$ cat src/ex_macros.svh
`ifndef EX_MACROS_SVH
`define EX_MACROS_SVH

`default_nettype none

// Integer datapath width
`define EX_XLEN 32

// Cycles from mul_en to mul_ready
`define EX_MUL_LATENCY 3

// Cycles from div_en to div_ready, one per quotient bit plus load
`define EX_DIV_CYCLES 33

`default_nettype wire

`endif

$ cat src/ex_pkg.sv
`include "ex_macros.svh"
`default_nettype none

package ex_pkg;

	typedef enum logic [3:0] {
		ALU_ADD,
		ALU_ADDU,
		ALU_SUB,
		ALU_SUBU,
		ALU_AND,
		ALU_OR,
		ALU_XOR,
		ALU_NOR,
		ALU_SLT,
		ALU_SLTU,
		ALU_LUI
	} alu_op_e;

	typedef enum logic [1:0] {SFT_SLL, SFT_SRL, SFT_SRA} sft_op_e;

	// Stage result source
	typedef enum logic [2:0] {OUT_ALU, OUT_SFT, OUT_HI, OUT_LO, OUT_MUL_LO} out_sel_e;

	// DST_RA selects register 31
	typedef enum logic [1:0] {DST_RT, DST_RD, DST_RA} regdst_e;

	typedef enum logic [1:0] {HL_MUL, HL_DIV, HL_RS} hilo_src_e;

	// Decoded control word
	typedef struct packed {
		alu_op_e   alu_func;
		sft_op_e   sft_func;
		out_sel_e  out_sel;
		regdst_e   regdst;
		hilo_src_e hi_sel;
		hilo_src_e lo_sel;
		logic      imm_sign;
		logic      alu_srcb_sel_rt;
		logic      sft_srca_sel_imm;
		logic      sft_srcb_sel_rs;
		logic      intovf_en;
		logic      regwrite;
		logic      hi_wen;
		logic      lo_wen;
		logic      mul_en;
		logic      mul_sign;
		logic      div_en;
		logic      div_sign;
	} ctrl_reg;

	typedef struct packed {
		logic [`EX_XLEN-1:0] pc;
		logic [15:0]         imm;
		logic [4:0]          sa;
		logic [4:0]          rs;
		logic [4:0]          rt;
		logic [4:0]          rd;
		logic                in_delay_slot;
		logic                is_instr;
	} dp_dtoe;

	typedef struct packed {
		logic [`EX_XLEN-1:0] ex_out;
		logic [4:0]          reg_waddr;
		logic [`EX_XLEN-1:0] hi_wdata;
		logic [`EX_XLEN-1:0] lo_wdata;
		logic                intovf;
		logic [`EX_XLEN-1:0] pc;
		logic [`EX_XLEN-1:0] rsdata;
		logic [`EX_XLEN-1:0] rtdata;
		logic                in_delay_slot;
		logic                is_instr;
	} dp_etom;

	// Signals seen by the hazard unit
	typedef struct packed {
		logic       mul_ready;
		logic       div_ready;
		logic [4:0] reg_waddr;
		logic       regwrite;
		logic       hi_wen;
		logic       lo_wen;
		logic       mul_en;
		logic       div_en;
		logic [4:0] rs;
		logic [4:0] rt;
	} dp_etoh;

endpackage

`default_nettype wire

$ cat src/alu.sv
`timescale 1ns/1ps
`include "ex_macros.svh"
`default_nettype none

module alu (
	input  ex_pkg::alu_op_e      func,
	input  logic [`EX_XLEN-1:0] srca,
	input  logic [`EX_XLEN-1:0] srcb,
	output logic [`EX_XLEN-1:0] out,
	output logic                intovf
);

	localparam int W = `EX_XLEN;

	logic [W-1:0] sum;
	logic [W-1:0] diff;
	logic         ovf_add;
	logic         ovf_sub;
	logic         lt_s;
	logic         lt_u;

	assign sum  = srca + srcb;
	assign diff = srca - srcb;

	// Same operand signs but result sign flipped
	assign ovf_add = (srca[W-1] == srcb[W-1]) && (sum[W-1] != srca[W-1]);
	// Differing signs and result takes the subtrahend's sign
	assign ovf_sub = (srca[W-1] != srcb[W-1]) && (diff[W-1] != srca[W-1]);

	assign lt_s = $signed(srca) < $signed(srcb);
	assign lt_u = srca < srcb;

	always_comb begin
		out    = '0;
		intovf = 1'b0;
		case (func)
			ex_pkg::ALU_ADD: begin
				out    = sum;
				intovf = ovf_add;
			end
			ex_pkg::ALU_ADDU: out = sum;
			ex_pkg::ALU_SUB: begin
				out    = diff;
				intovf = ovf_sub;
			end
			ex_pkg::ALU_SUBU: out = diff;
			ex_pkg::ALU_AND:  out = srca & srcb;
			ex_pkg::ALU_OR:   out = srca | srcb;
			ex_pkg::ALU_XOR:  out = srca ^ srcb;
			ex_pkg::ALU_NOR:  out = ~(srca | srcb);
			ex_pkg::ALU_SLT:  out = {{(W-1){1'b0}}, lt_s};
			ex_pkg::ALU_SLTU: out = {{(W-1){1'b0}}, lt_u};
			// Low half of srcb moved to the upper half
			ex_pkg::ALU_LUI:  out = {srcb[W/2-1:0], {(W/2){1'b0}}};
			default:          out = '0;
		endcase
	end

endmodule

`default_nettype wire

$ cat src/shifter.sv
`timescale 1ns/1ps
`include "ex_macros.svh"
`default_nettype none

module shifter (
	input  logic [`EX_XLEN-1:0] srca,
	input  logic [4:0]          srcb,
	input  ex_pkg::sft_op_e      func,
	output logic [`EX_XLEN-1:0] out
);

	always_comb begin
		case (func)
			ex_pkg::SFT_SLL: out = srca << srcb;
			ex_pkg::SFT_SRL: out = srca >> srcb;
			// Sign fill from bit 31
			ex_pkg::SFT_SRA: out = $unsigned($signed(srca) >>> srcb);
			default:         out = srca;
		endcase
	end

endmodule

`default_nettype wire

$ cat src/multiplier.sv
`timescale 1ns/1ps
`include "ex_macros.svh"
`default_nettype none

module multiplier (
	input  logic                clk,
	input  logic                rst_n,
	input  logic                in_valid,
	input  logic                sign,
	input  logic [`EX_XLEN-1:0] srca,
	input  logic [`EX_XLEN-1:0] srcb,
	output logic                out_valid,
	output logic [`EX_XLEN-1:0] hi,
	output logic [`EX_XLEN-1:0] lo
);

	localparam int W = `EX_XLEN;
	localparam int H = W / 2;

	logic [2:0]     vld;
	logic [W-1:0]   mag_a;
	logic [W-1:0]   mag_b;
	logic [W-1:0]   s1_a;
	logic [W-1:0]   s1_b;
	logic           s1_neg;
	logic [W-1:0]   s2_ll;
	logic [W-1:0]   s2_lh;
	logic [W-1:0]   s2_hl;
	logic [W-1:0]   s2_hh;
	logic           s2_neg;
	logic [2*W-1:0] sum;
	logic [2*W-1:0] s3_prod;

	// Magnitudes, so the array below is always unsigned
	assign mag_a = (sign && srca[W-1]) ? -srca : srca;
	assign mag_b = (sign && srcb[W-1]) ? -srcb : srcb;

	// Cross terms land in the middle of the 64-bit product
	assign sum = {s2_hh, s2_ll}
		+ {{H{1'b0}}, s2_lh, {H{1'b0}}}
		+ {{H{1'b0}}, s2_hl, {H{1'b0}}};

	always_ff @(posedge clk) begin
		if (!rst_n) begin
			vld     <= '0;
			s1_a    <= '0;
			s1_b    <= '0;
			s1_neg  <= 1'b0;
			s2_ll   <= '0;
			s2_lh   <= '0;
			s2_hl   <= '0;
			s2_hh   <= '0;
			s2_neg  <= 1'b0;
			s3_prod <= '0;
		end else begin
			vld     <= {vld[1:0], in_valid};
			// Stage 1 operand magnitudes and result sign
			s1_a    <= mag_a;
			s1_b    <= mag_b;
			s1_neg  <= sign & (srca[W-1] ^ srcb[W-1]);
			// Stage 2 half-width partial products
			s2_ll   <= s1_a[H-1:0] * s1_b[H-1:0];
			s2_lh   <= s1_a[H-1:0] * s1_b[W-1:H];
			s2_hl   <= s1_a[W-1:H] * s1_b[H-1:0];
			s2_hh   <= s1_a[W-1:H] * s1_b[W-1:H];
			s2_neg  <= s1_neg;
			// Stage 3 sum with sign correction
			s3_prod <= s2_neg ? -sum : sum;
		end
	end

	assign out_valid = vld[2];
	assign hi        = s3_prod[2*W-1:W];
	assign lo        = s3_prod[W-1:0];

endmodule

`default_nettype wire

$ cat src/divider.sv
`timescale 1ns/1ps
`include "ex_macros.svh"
`default_nettype none

module divider (
	input  logic                clk,
	input  logic                rst_n,
	input  logic                in_valid,
	input  logic                sign,
	input  logic [`EX_XLEN-1:0] srca,
	input  logic [`EX_XLEN-1:0] srcb,
	output logic                out_valid,
	output logic [`EX_XLEN-1:0] hi,
	output logic [`EX_XLEN-1:0] lo
);

	localparam int W = `EX_XLEN;
	// Counter value on the last quotient bit
	localparam logic [5:0] CNT_LAST = 6'(`EX_DIV_CYCLES - 2);

	typedef enum logic [1:0] {IDLE, RUN, DONE} state_e;

	state_e       state;
	logic [5:0]   cnt;
	logic [W-1:0] rem;
	logic [W-1:0] quo;
	logic [W-1:0] dvs;
	logic         q_neg;
	logic         r_neg;
	logic [W-1:0] mag_a;
	logic [W-1:0] mag_b;
	logic [W:0]   shifted;
	logic [W:0]   trial;

	assign mag_a = (sign && srca[W-1]) ? -srca : srca;
	assign mag_b = (sign && srcb[W-1]) ? -srcb : srcb;

	// Next dividend bit enters the partial remainder
	assign shifted = {rem, quo[W-1]};
	assign trial   = shifted - {1'b0, dvs};

	always_ff @(posedge clk) begin
		if (!rst_n) begin
			state <= IDLE;
			cnt   <= '0;
			rem   <= '0;
			quo   <= '0;
			dvs   <= '0;
			q_neg <= 1'b0;
			r_neg <= 1'b0;
		end else begin
			case (state)
				IDLE: begin
					if (in_valid) begin
						rem   <= '0;
						quo   <= mag_a;
						dvs   <= mag_b;
						// A zero divisor leaves the all-ones quotient unnegated
						q_neg <= sign & (srca[W-1] ^ srcb[W-1]) & (|srcb);
						r_neg <= sign & srca[W-1];
						cnt   <= '0;
						state <= RUN;
					end
				end
				RUN: begin
					if (!trial[W]) begin
						rem <= trial[W-1:0];
						quo <= {quo[W-2:0], 1'b1};
					end else begin
						rem <= shifted[W-1:0];
						quo <= {quo[W-2:0], 1'b0};
					end
					cnt <= cnt + 6'd1;
					if (cnt == CNT_LAST)
						state <= DONE;
				end
				DONE:    state <= IDLE;
				default: state <= IDLE;
			endcase
		end
	end

	assign out_valid = (state == DONE);
	// Remainder follows the dividend's sign
	assign hi = r_neg ? -rem : rem;
	assign lo = q_neg ? -quo : quo;

endmodule

`default_nettype wire

$ cat src/ex.sv
`timescale 1ns/1ps
`include "ex_macros.svh"
`default_nettype none

module ex (
	input  logic                clk,
	input  logic                rst_n,
	input  logic [`EX_XLEN-1:0] e_for_rsdata,
	input  logic [`EX_XLEN-1:0] e_for_rtdata,
	input  ex_pkg::dp_dtoe       dtoe,
	input  ex_pkg::ctrl_reg      esig,
	input  logic [`EX_XLEN-1:0] hi_cur,
	input  logic [`EX_XLEN-1:0] lo_cur,
	output ex_pkg::dp_etom       etom,
	output ex_pkg::dp_etoh       etoh
);

	localparam int W = `EX_XLEN;

	logic [W-1:0] imm_ext;
	logic [W-1:0] alu_srcb;
	logic [W-1:0] alu_out;
	logic         alu_intovf;
	logic [W-1:0] sft_srca;
	logic [4:0]   sft_srcb;
	logic [W-1:0] sft_out;
	logic         mul_ready;
	logic [W-1:0] mul_hi;
	logic [W-1:0] mul_lo;
	logic         div_ready;
	logic [W-1:0] div_hi;
	logic [W-1:0] div_lo;
	logic [W-1:0] ex_out;
	logic [4:0]   reg_waddr;

	// HI and LO write data share one source select
	function automatic logic [W-1:0] hilo_pick(ex_pkg::hilo_src_e src, logic [W-1:0] from_mul,
			logic [W-1:0] from_div, logic [W-1:0] from_rs);
		case (src)
			ex_pkg::HL_MUL: return from_mul;
			ex_pkg::HL_DIV: return from_div;
			ex_pkg::HL_RS:  return from_rs;
			default:        return '0;
		endcase
	endfunction

	assign imm_ext  = esig.imm_sign ? {{(W-16){dtoe.imm[15]}}, dtoe.imm}
		: {{(W-16){1'b0}}, dtoe.imm};
	assign alu_srcb = esig.alu_srcb_sel_rt ? e_for_rtdata : imm_ext;
	assign sft_srca = esig.sft_srca_sel_imm ? imm_ext : e_for_rtdata;
	// Variable shifts take the count from rs
	assign sft_srcb = esig.sft_srcb_sel_rs ? e_for_rsdata[4:0] : dtoe.sa;

	alu u_alu (
		.func   (esig.alu_func),
		.srca   (e_for_rsdata),
		.srcb   (alu_srcb),
		.out    (alu_out),
		.intovf (alu_intovf)
	);

	shifter u_shifter (
		.srca (sft_srca),
		.srcb (sft_srcb),
		.func (esig.sft_func),
		.out  (sft_out)
	);

	multiplier u_mul (
		.clk       (clk),
		.rst_n     (rst_n),
		.in_valid  (esig.mul_en),
		.sign      (esig.mul_sign),
		.srca      (e_for_rsdata),
		.srcb      (e_for_rtdata),
		.out_valid (mul_ready),
		.hi        (mul_hi),
		.lo        (mul_lo)
	);

	divider u_div (
		.clk       (clk),
		.rst_n     (rst_n),
		.in_valid  (esig.div_en),
		.sign      (esig.div_sign),
		.srca      (e_for_rsdata),
		.srcb      (e_for_rtdata),
		.out_valid (div_ready),
		.hi        (div_hi),
		.lo        (div_lo)
	);

	always_comb begin
		case (esig.out_sel)
			ex_pkg::OUT_ALU:    ex_out = alu_out;
			ex_pkg::OUT_SFT:    ex_out = sft_out;
			ex_pkg::OUT_HI:     ex_out = hi_cur;
			ex_pkg::OUT_LO:     ex_out = lo_cur;
			ex_pkg::OUT_MUL_LO: ex_out = mul_lo;
			default:            ex_out = '0;
		endcase
		case (esig.regdst)
			ex_pkg::DST_RT: reg_waddr = dtoe.rt;
			ex_pkg::DST_RD: reg_waddr = dtoe.rd;
			ex_pkg::DST_RA: reg_waddr = 5'd31;
			default:        reg_waddr = dtoe.rt;
		endcase
	end

	// Memory stage bundle
	always_comb begin
		etom.ex_out        = ex_out;
		etom.reg_waddr     = reg_waddr;
		etom.hi_wdata      = hilo_pick(esig.hi_sel, mul_hi, div_hi, e_for_rsdata);
		etom.lo_wdata      = hilo_pick(esig.lo_sel, mul_lo, div_lo, e_for_rsdata);
		etom.intovf        = alu_intovf & esig.intovf_en;
		etom.pc            = dtoe.pc;
		etom.rsdata        = e_for_rsdata;
		etom.rtdata        = e_for_rtdata;
		etom.in_delay_slot = dtoe.in_delay_slot;
		etom.is_instr      = dtoe.is_instr;
	end

	// Hazard unit bundle
	always_comb begin
		etoh.mul_ready = mul_ready;
		etoh.div_ready = div_ready;
		etoh.reg_waddr = reg_waddr;
		etoh.regwrite  = esig.regwrite;
		etoh.hi_wen    = esig.hi_wen;
		etoh.lo_wen    = esig.lo_wen;
		etoh.mul_en    = esig.mul_en;
		etoh.div_en    = esig.div_en;
		etoh.rs        = dtoe.rs;
		etoh.rt        = dtoe.rt;
	end

endmodule

`default_nettype wire

$ cat src/hilo_regs.sv
`timescale 1ns/1ps
`include "ex_macros.svh"
`default_nettype none

module hilo_regs (
	input  logic                clk,
	input  logic                rst_n,
	input  logic [`EX_XLEN-1:0] hi_wdata,
	input  logic [`EX_XLEN-1:0] lo_wdata,
	input  logic                hi_wen,
	input  logic                lo_wen,
	input  ex_pkg::hilo_src_e    hi_sel,
	input  ex_pkg::hilo_src_e    lo_sel,
	input  logic                mul_ready,
	input  logic                div_ready,
	output logic [`EX_XLEN-1:0] hi,
	output logic [`EX_XLEN-1:0] lo
);

	logic hi_we;
	logic lo_we;

	// RS data is ready at once, unit results only on their done pulse
	function automatic logic src_ready(ex_pkg::hilo_src_e src, logic mul_rdy, logic div_rdy);
		case (src)
			ex_pkg::HL_MUL: return mul_rdy;
			ex_pkg::HL_DIV: return div_rdy;
			ex_pkg::HL_RS:  return 1'b1;
			default:        return 1'b0;
		endcase
	endfunction

	assign hi_we = hi_wen & src_ready(hi_sel, mul_ready, div_ready);
	assign lo_we = lo_wen & src_ready(lo_sel, mul_ready, div_ready);

	always_ff @(posedge clk) begin
		if (!rst_n) begin
			hi <= '0;
			lo <= '0;
		end else begin
			if (hi_we)
				hi <= hi_wdata;
			if (lo_we)
				lo <= lo_wdata;
		end
	end

endmodule

`default_nettype wire

$ cat src/ex_top.sv
`timescale 1ns/1ps
`include "ex_macros.svh"
`default_nettype none

module ex_top (
	input  logic                clk,
	input  logic                rst_n,
	input  logic [`EX_XLEN-1:0] rsdata,
	input  logic [`EX_XLEN-1:0] rtdata,
	input  ex_pkg::dp_dtoe       dtoe,
	input  ex_pkg::ctrl_reg      esig,
	output ex_pkg::dp_etom       etom,
	output ex_pkg::dp_etoh       etoh
);

	logic [`EX_XLEN-1:0] hi_cur;
	logic [`EX_XLEN-1:0] lo_cur;

	ex u_ex (
		.clk          (clk),
		.rst_n        (rst_n),
		.e_for_rsdata (rsdata),
		.e_for_rtdata (rtdata),
		.dtoe         (dtoe),
		.esig         (esig),
		.hi_cur       (hi_cur),
		.lo_cur       (lo_cur),
		.etom         (etom),
		.etoh         (etoh)
	);

	// Write enables and ready pulses come back from the stage
	hilo_regs u_hilo (
		.clk       (clk),
		.rst_n     (rst_n),
		.hi_wdata  (etom.hi_wdata),
		.lo_wdata  (etom.lo_wdata),
		.hi_wen    (etoh.hi_wen),
		.lo_wen    (etoh.lo_wen),
		.hi_sel    (esig.hi_sel),
		.lo_sel    (esig.lo_sel),
		.mul_ready (etoh.mul_ready),
		.div_ready (etoh.div_ready),
		.hi        (hi_cur),
		.lo        (lo_cur)
	);

endmodule

`default_nettype wire

$ cat config.mk
export PLATFORM = sky130hd
export DESIGN_NAME = ex_top
export DESIGN_NICKNAME = d
export VERILOG_FILES = /design/src/ex_pkg.sv /design/src/alu.sv /design/src/shifter.sv /design/src/multiplier.sv /design/src/divider.sv /design/src/ex.sv /design/src/hilo_regs.sv /design/src/ex_top.sv
export VERILOG_INCLUDE_DIRS = /design/src /design/src/src
export SDC_FILE = /design/constraint.sdc
export NUM_CORES = 2
export LEC_CHECK = 0
export ABC_AREA = 1
export BUFFER_PORTS_ARGS = -buffer_cell sky130_fd_sc_hd__clkbuf_2
export CORE_MARGIN = 1
export CORE_UTILIZATION = 35
export DETAILED_ROUTE_END_ITERATION = 8
export GPL_ROUTABILITY_DRIVEN = 1
export GPL_TIMING_DRIVEN = 0
export PLACE_DENSITY = 0.57
export SYNTH_ARGS = -nofsm -noshare
export SYNTH_HDL_FRONTEND = slang
export SYNTH_SLANG_ARGS = --single-unit
$ cat constraint.sdc
create_clock -name clk -period 11.7 [get_ports clk]
set_input_delay 0.585 -clock clk [delete_from_list [all_inputs] [get_ports clk]]
set_output_delay 0.585 -clock clk [all_outputs]
set_load 0.01 [all_outputs]
==> run metrics <==
Worst Hold Class in2reg; post-CTS sizing 0; Required @ worst endpoint around 12 ns; fin crit period between 7 and 8 ns; CTS Hold Bufs 0; WP buf/inv 4; Port Buffer Count 342; Final HPWL DP around 330000 um; Syn Inst Count between 10000 and 15000; synth unique cells between 60 and 70; Crit Path Class reg2reg; largest net degree at the start of global routing 16; syn_nets ~12000; actual slew at the worst max-slew pin about 1.6 ns; Layout Area Growth over Synthesis 9.77%; Seq/Total Area, Yosys between 10% and 20%; Setup Fix Bufs, Post-CTS 0; Max Slew Vio Count 25; Ys Warns 0; RSZ-0062 raised after global routing false; routed vias/inst approximately 5.6; worst slack, placed ~4.1 ns; CTS tree yes; Post-route DRC 0; drt pass-1 iters 6; gr usage total roughly 37%; period utilization 67.1%; Worst Setup End Kind flop; Post-Route WL approximately 390000 um; Core Region just over 0.2 sq mm; number of synthesized flops with an enable pin 0; initial antenna violation count 40; clk buf depth 3; Layout Utilization a little under 40%; vias in the first global route 73700; Peak supply drop around 190 uV; normalized max-slew margin -10.4%; layout cells sized above 1 around 6.4%; top cell type's share of synthesized area between 20 and 25%; Final Skew 0.0365 ns; CTS Sinks ~430; CP top delay family adder cells; synth top area cells fa_1, nand2_1, dfxtp_1, inv_1, ha_1; Initial Util between 30% and 40%; num rows between 150 and 200; Finish-stage setup viols 0; Clock Latency Late Sink 0.70 ns; DR iter-0 viols between 8000 and 9000; Vias roughly 77000; #FFs+latches synth roughly 430; final net count between 10000 and 15000; critical path arrival 8.33 ns; WL per Instance roughly 28 um; I/O pins a little under 400; Worst path most repeated cell fa_1; GPL Wtd Cong around 1.1; Final WS setup around 3.9 ns; Final ANT Viol Nets 0; Die Wd approximately 450 um; Final Hold Vio Count 0; ys flop type dfxtp_1; CP max stage delay 0.85 ns; Synth area leader fa_1; highest clock rate roughly 130 MHz; CP Max Fanout 10; number of max-cap violations 4; critical path's slowest cell clkbuf_1; Die H roughly 450 um; critical path cell sequence clkbuf_1, nand2_1, fa_1, fa_1, fa_1, fa_1, inv_1, fa_1, inv_1, fa_1, inv_1, ha_1, a21oi_1, o21ai_0, a21oi_1, o21ai_0, a21boi_0, o21ai_0, a21oi_1; PD cells between 150 and 200 mW/mm^2; clock slew at reported path FFs about 0.060 ns; first-pass GRT wire length 541000 um; FFs w/ async S/R, synth 0%; mapped cell area 0.0718 sq mm; Mapped Avg Cell Area ~6.7 sq um; die area about 0.21 sq mm; leakage power figure roughly 42 nW; clk root buf clkbuf_16; Inserted Clock Buffers 53; violated checks capacitance limit, slew limit; global route overflow 0; setup tns final 0 ns; Setup crit start kind flop; H-tree depth 2; outcome finished with violations
-- logic make-up (layout without fill, tap and decap cells) --
group | count (synthesis) | after routing | synth area share [%]
and+or+nand+nor | 4029 | 4029 | 23.1
muxes | 11 | 11 | 0.153
adders and majority gates | 1396 | 1396 | 32.8
buffers and inverters | 2895 | 3339 | 15.8
DFF | 431 | 431 | 12.0
xor gates and xnor gates | 110 | 110 | 1.34
other | 0 | 15 | 0
AOI/OAI and AO/OA | 1885 | 1885 | 14.7
-- cell type report --
class                   count  area, sq um
diodes                     15         37.5
plain buffers             565         2620
clock buffers              69         1460
clock inverters            31          434
fillers                 22100       124000
inverters                2330         8750
multi-input cells        7431        51800
flip-flops and latches    431         8630
well taps                2672         3340
repair buffers            344         1730
-- path summary, 6_finish.rpt --
check	from	endpoint	slack (ns)	cells past startpoint
max	u_ex.u_mul.s1_b[17]$_SDFF_PN0_	u_ex.u_mul.s2_lh[20]$_SDFF_PN0_	3.85	19
min	esig[3]	u_ex.u_mul.vld[0]$_SDFF_PN0_	0.10	3
max reg2reg	u_ex.u_mul.s1_b[17]$_SDFF_PN0_	u_ex.u_mul.s2_lh[20]$_SDFF_PN0_	3.85	19
min reg2reg	u_ex.u_mul.vld[0]$_SDFF_PN0_	u_ex.u_mul.vld[1]$_SDFF_PN0_	0.42	2
-- worst register-to-register path, cell delays in order (launching register included) --
cell	delay, ns
dfxtp_1	0.68
clkbuf_1	0.86
nand2_1	0.20
fa_1	0.56
fa_1	0.59
fa_1	0.46
fa_1	0.54
inv_1	0.05
fa_1	0.48
inv_1	0.05
fa_1	0.48
inv_1	0.04
ha_1	0.32
a21oi_1	0.18
o21ai_0	0.13
a21oi_1	0.51
o21ai_0	0.26
a21boi_0	0.42
o21ai_0	0.13
a21oi_1	0.71
-- layer usage --
metal  part of all wire [%]  vias to the layer above  global-route usage, %
met4                    8.2                       34                   24.9
met1                     39                    37400                   46.7
met2                     42                     4429                   55.2
met5                  0.060                        -                      0
met3                     10                     1063                   8.39
li1                       -                    34200                      -
-- layout by cell type, fill, tap and decap left out, types with 21 or more instances in the layout --
master,Yosys,routed
a21oi_1,723,723
a221oi_1,44,44
a31oi_1,21,21
buf_2,24,25
buf_4,124,124
clkbuf_1,401,408
clkbuf_16,0,53
clkbuf_2,0,344
dfxtp_1,431,431
fa_1,812,812
ha_1,584,584
inv_1,2288,2288
inv_2,25,25
nand2_1,2596,2596
nand2_2,27,27
nand3_1,491,491
nand4_1,69,69
nor2_1,612,611
nor2_2,20,21
nor3_1,108,108
nor4_1,27,26
o211ai_1,82,82
o21a_1,42,42
o21ai_0,673,669
o21ai_1,51,55
o21bai_1,26,26
o221ai_1,43,43
o22ai_1,82,82
xnor2_1,23,23
xor2_1,87,87
-- power by group --
| group | switching [mW] | leakage [nW] | internal [mW] | total [mW] |
|---|---|---|---|---|
| Sequential | 0.438 | 3.55 | 1.76 | 2.19 |
| Combinational | 6.12 | 38.0 | 2.67 | 8.79 |
| Clock | 0.786 | 0.921 | 1.07 | 1.85 |
-- stage by stage --
step | cell area (sq um) | hold WS, ns | total power, mW | cells
finish | 78800 | 0.101 | 12.8 | 13900
global route | 78800 | 0.112 | 13.8 | 13900
CTS | 78800 | 0.0784 | 12.7 | 13900
detailed placement | 76900 | 0.405 | 10.8 | 13800
global placement | 76800 | 0.402 | 10.7 | 13800
floorplan | 71800 | 0.390 | 7.65 | 10800
-- flip-flops by register name (all words and copies together) (netlist names), 2 cells and up --
name	count
u_ex.u_mul.s2_lh	32
u_ex.u_mul.s1_a	32
u_ex.u_mul.s1_b	32
u_ex.u_div.rem	32
u_ex.u_div.state	2
u_ex.u_div.dvs	32
u_ex.u_mul.s3_prod	64
u_ex.u_mul.s2_ll	32
u_ex.u_mul.s2_hl	32
u_hilo.hi	32
u_ex.u_mul.vld	3
u_ex.u_div.quo	32
u_hilo.lo	32
u_ex.u_mul.s2_hh	32
u_ex.u_div.cnt	6
-- Yosys cell counts, drive strengths merged (2+ instances only) --
cell	number
nand2	2626
inv	2313
fa	812
o21ai	729
a21oi	727
nor2	641
ha	584
nand3	501
dfxtp	431
clkbuf	401
buf	164
nor3	115
xor2	87
o211ai	82
o22ai	82
nand4	69
a221oi	44
o221ai	43
o21a	42
nor4	29
o21bai	26
xnor2	23
a31oi	21
a211oi	20
or2	20
a21boi	17
clkinv	17
nand3b	15
a21o	14
a2111oi	13
mux2i	11
and3	8
o2111ai	7
o31ai	6
a22oi	4
nor3b	3
a22o	2
o311ai	2
(Power assumes the default switching activity.)
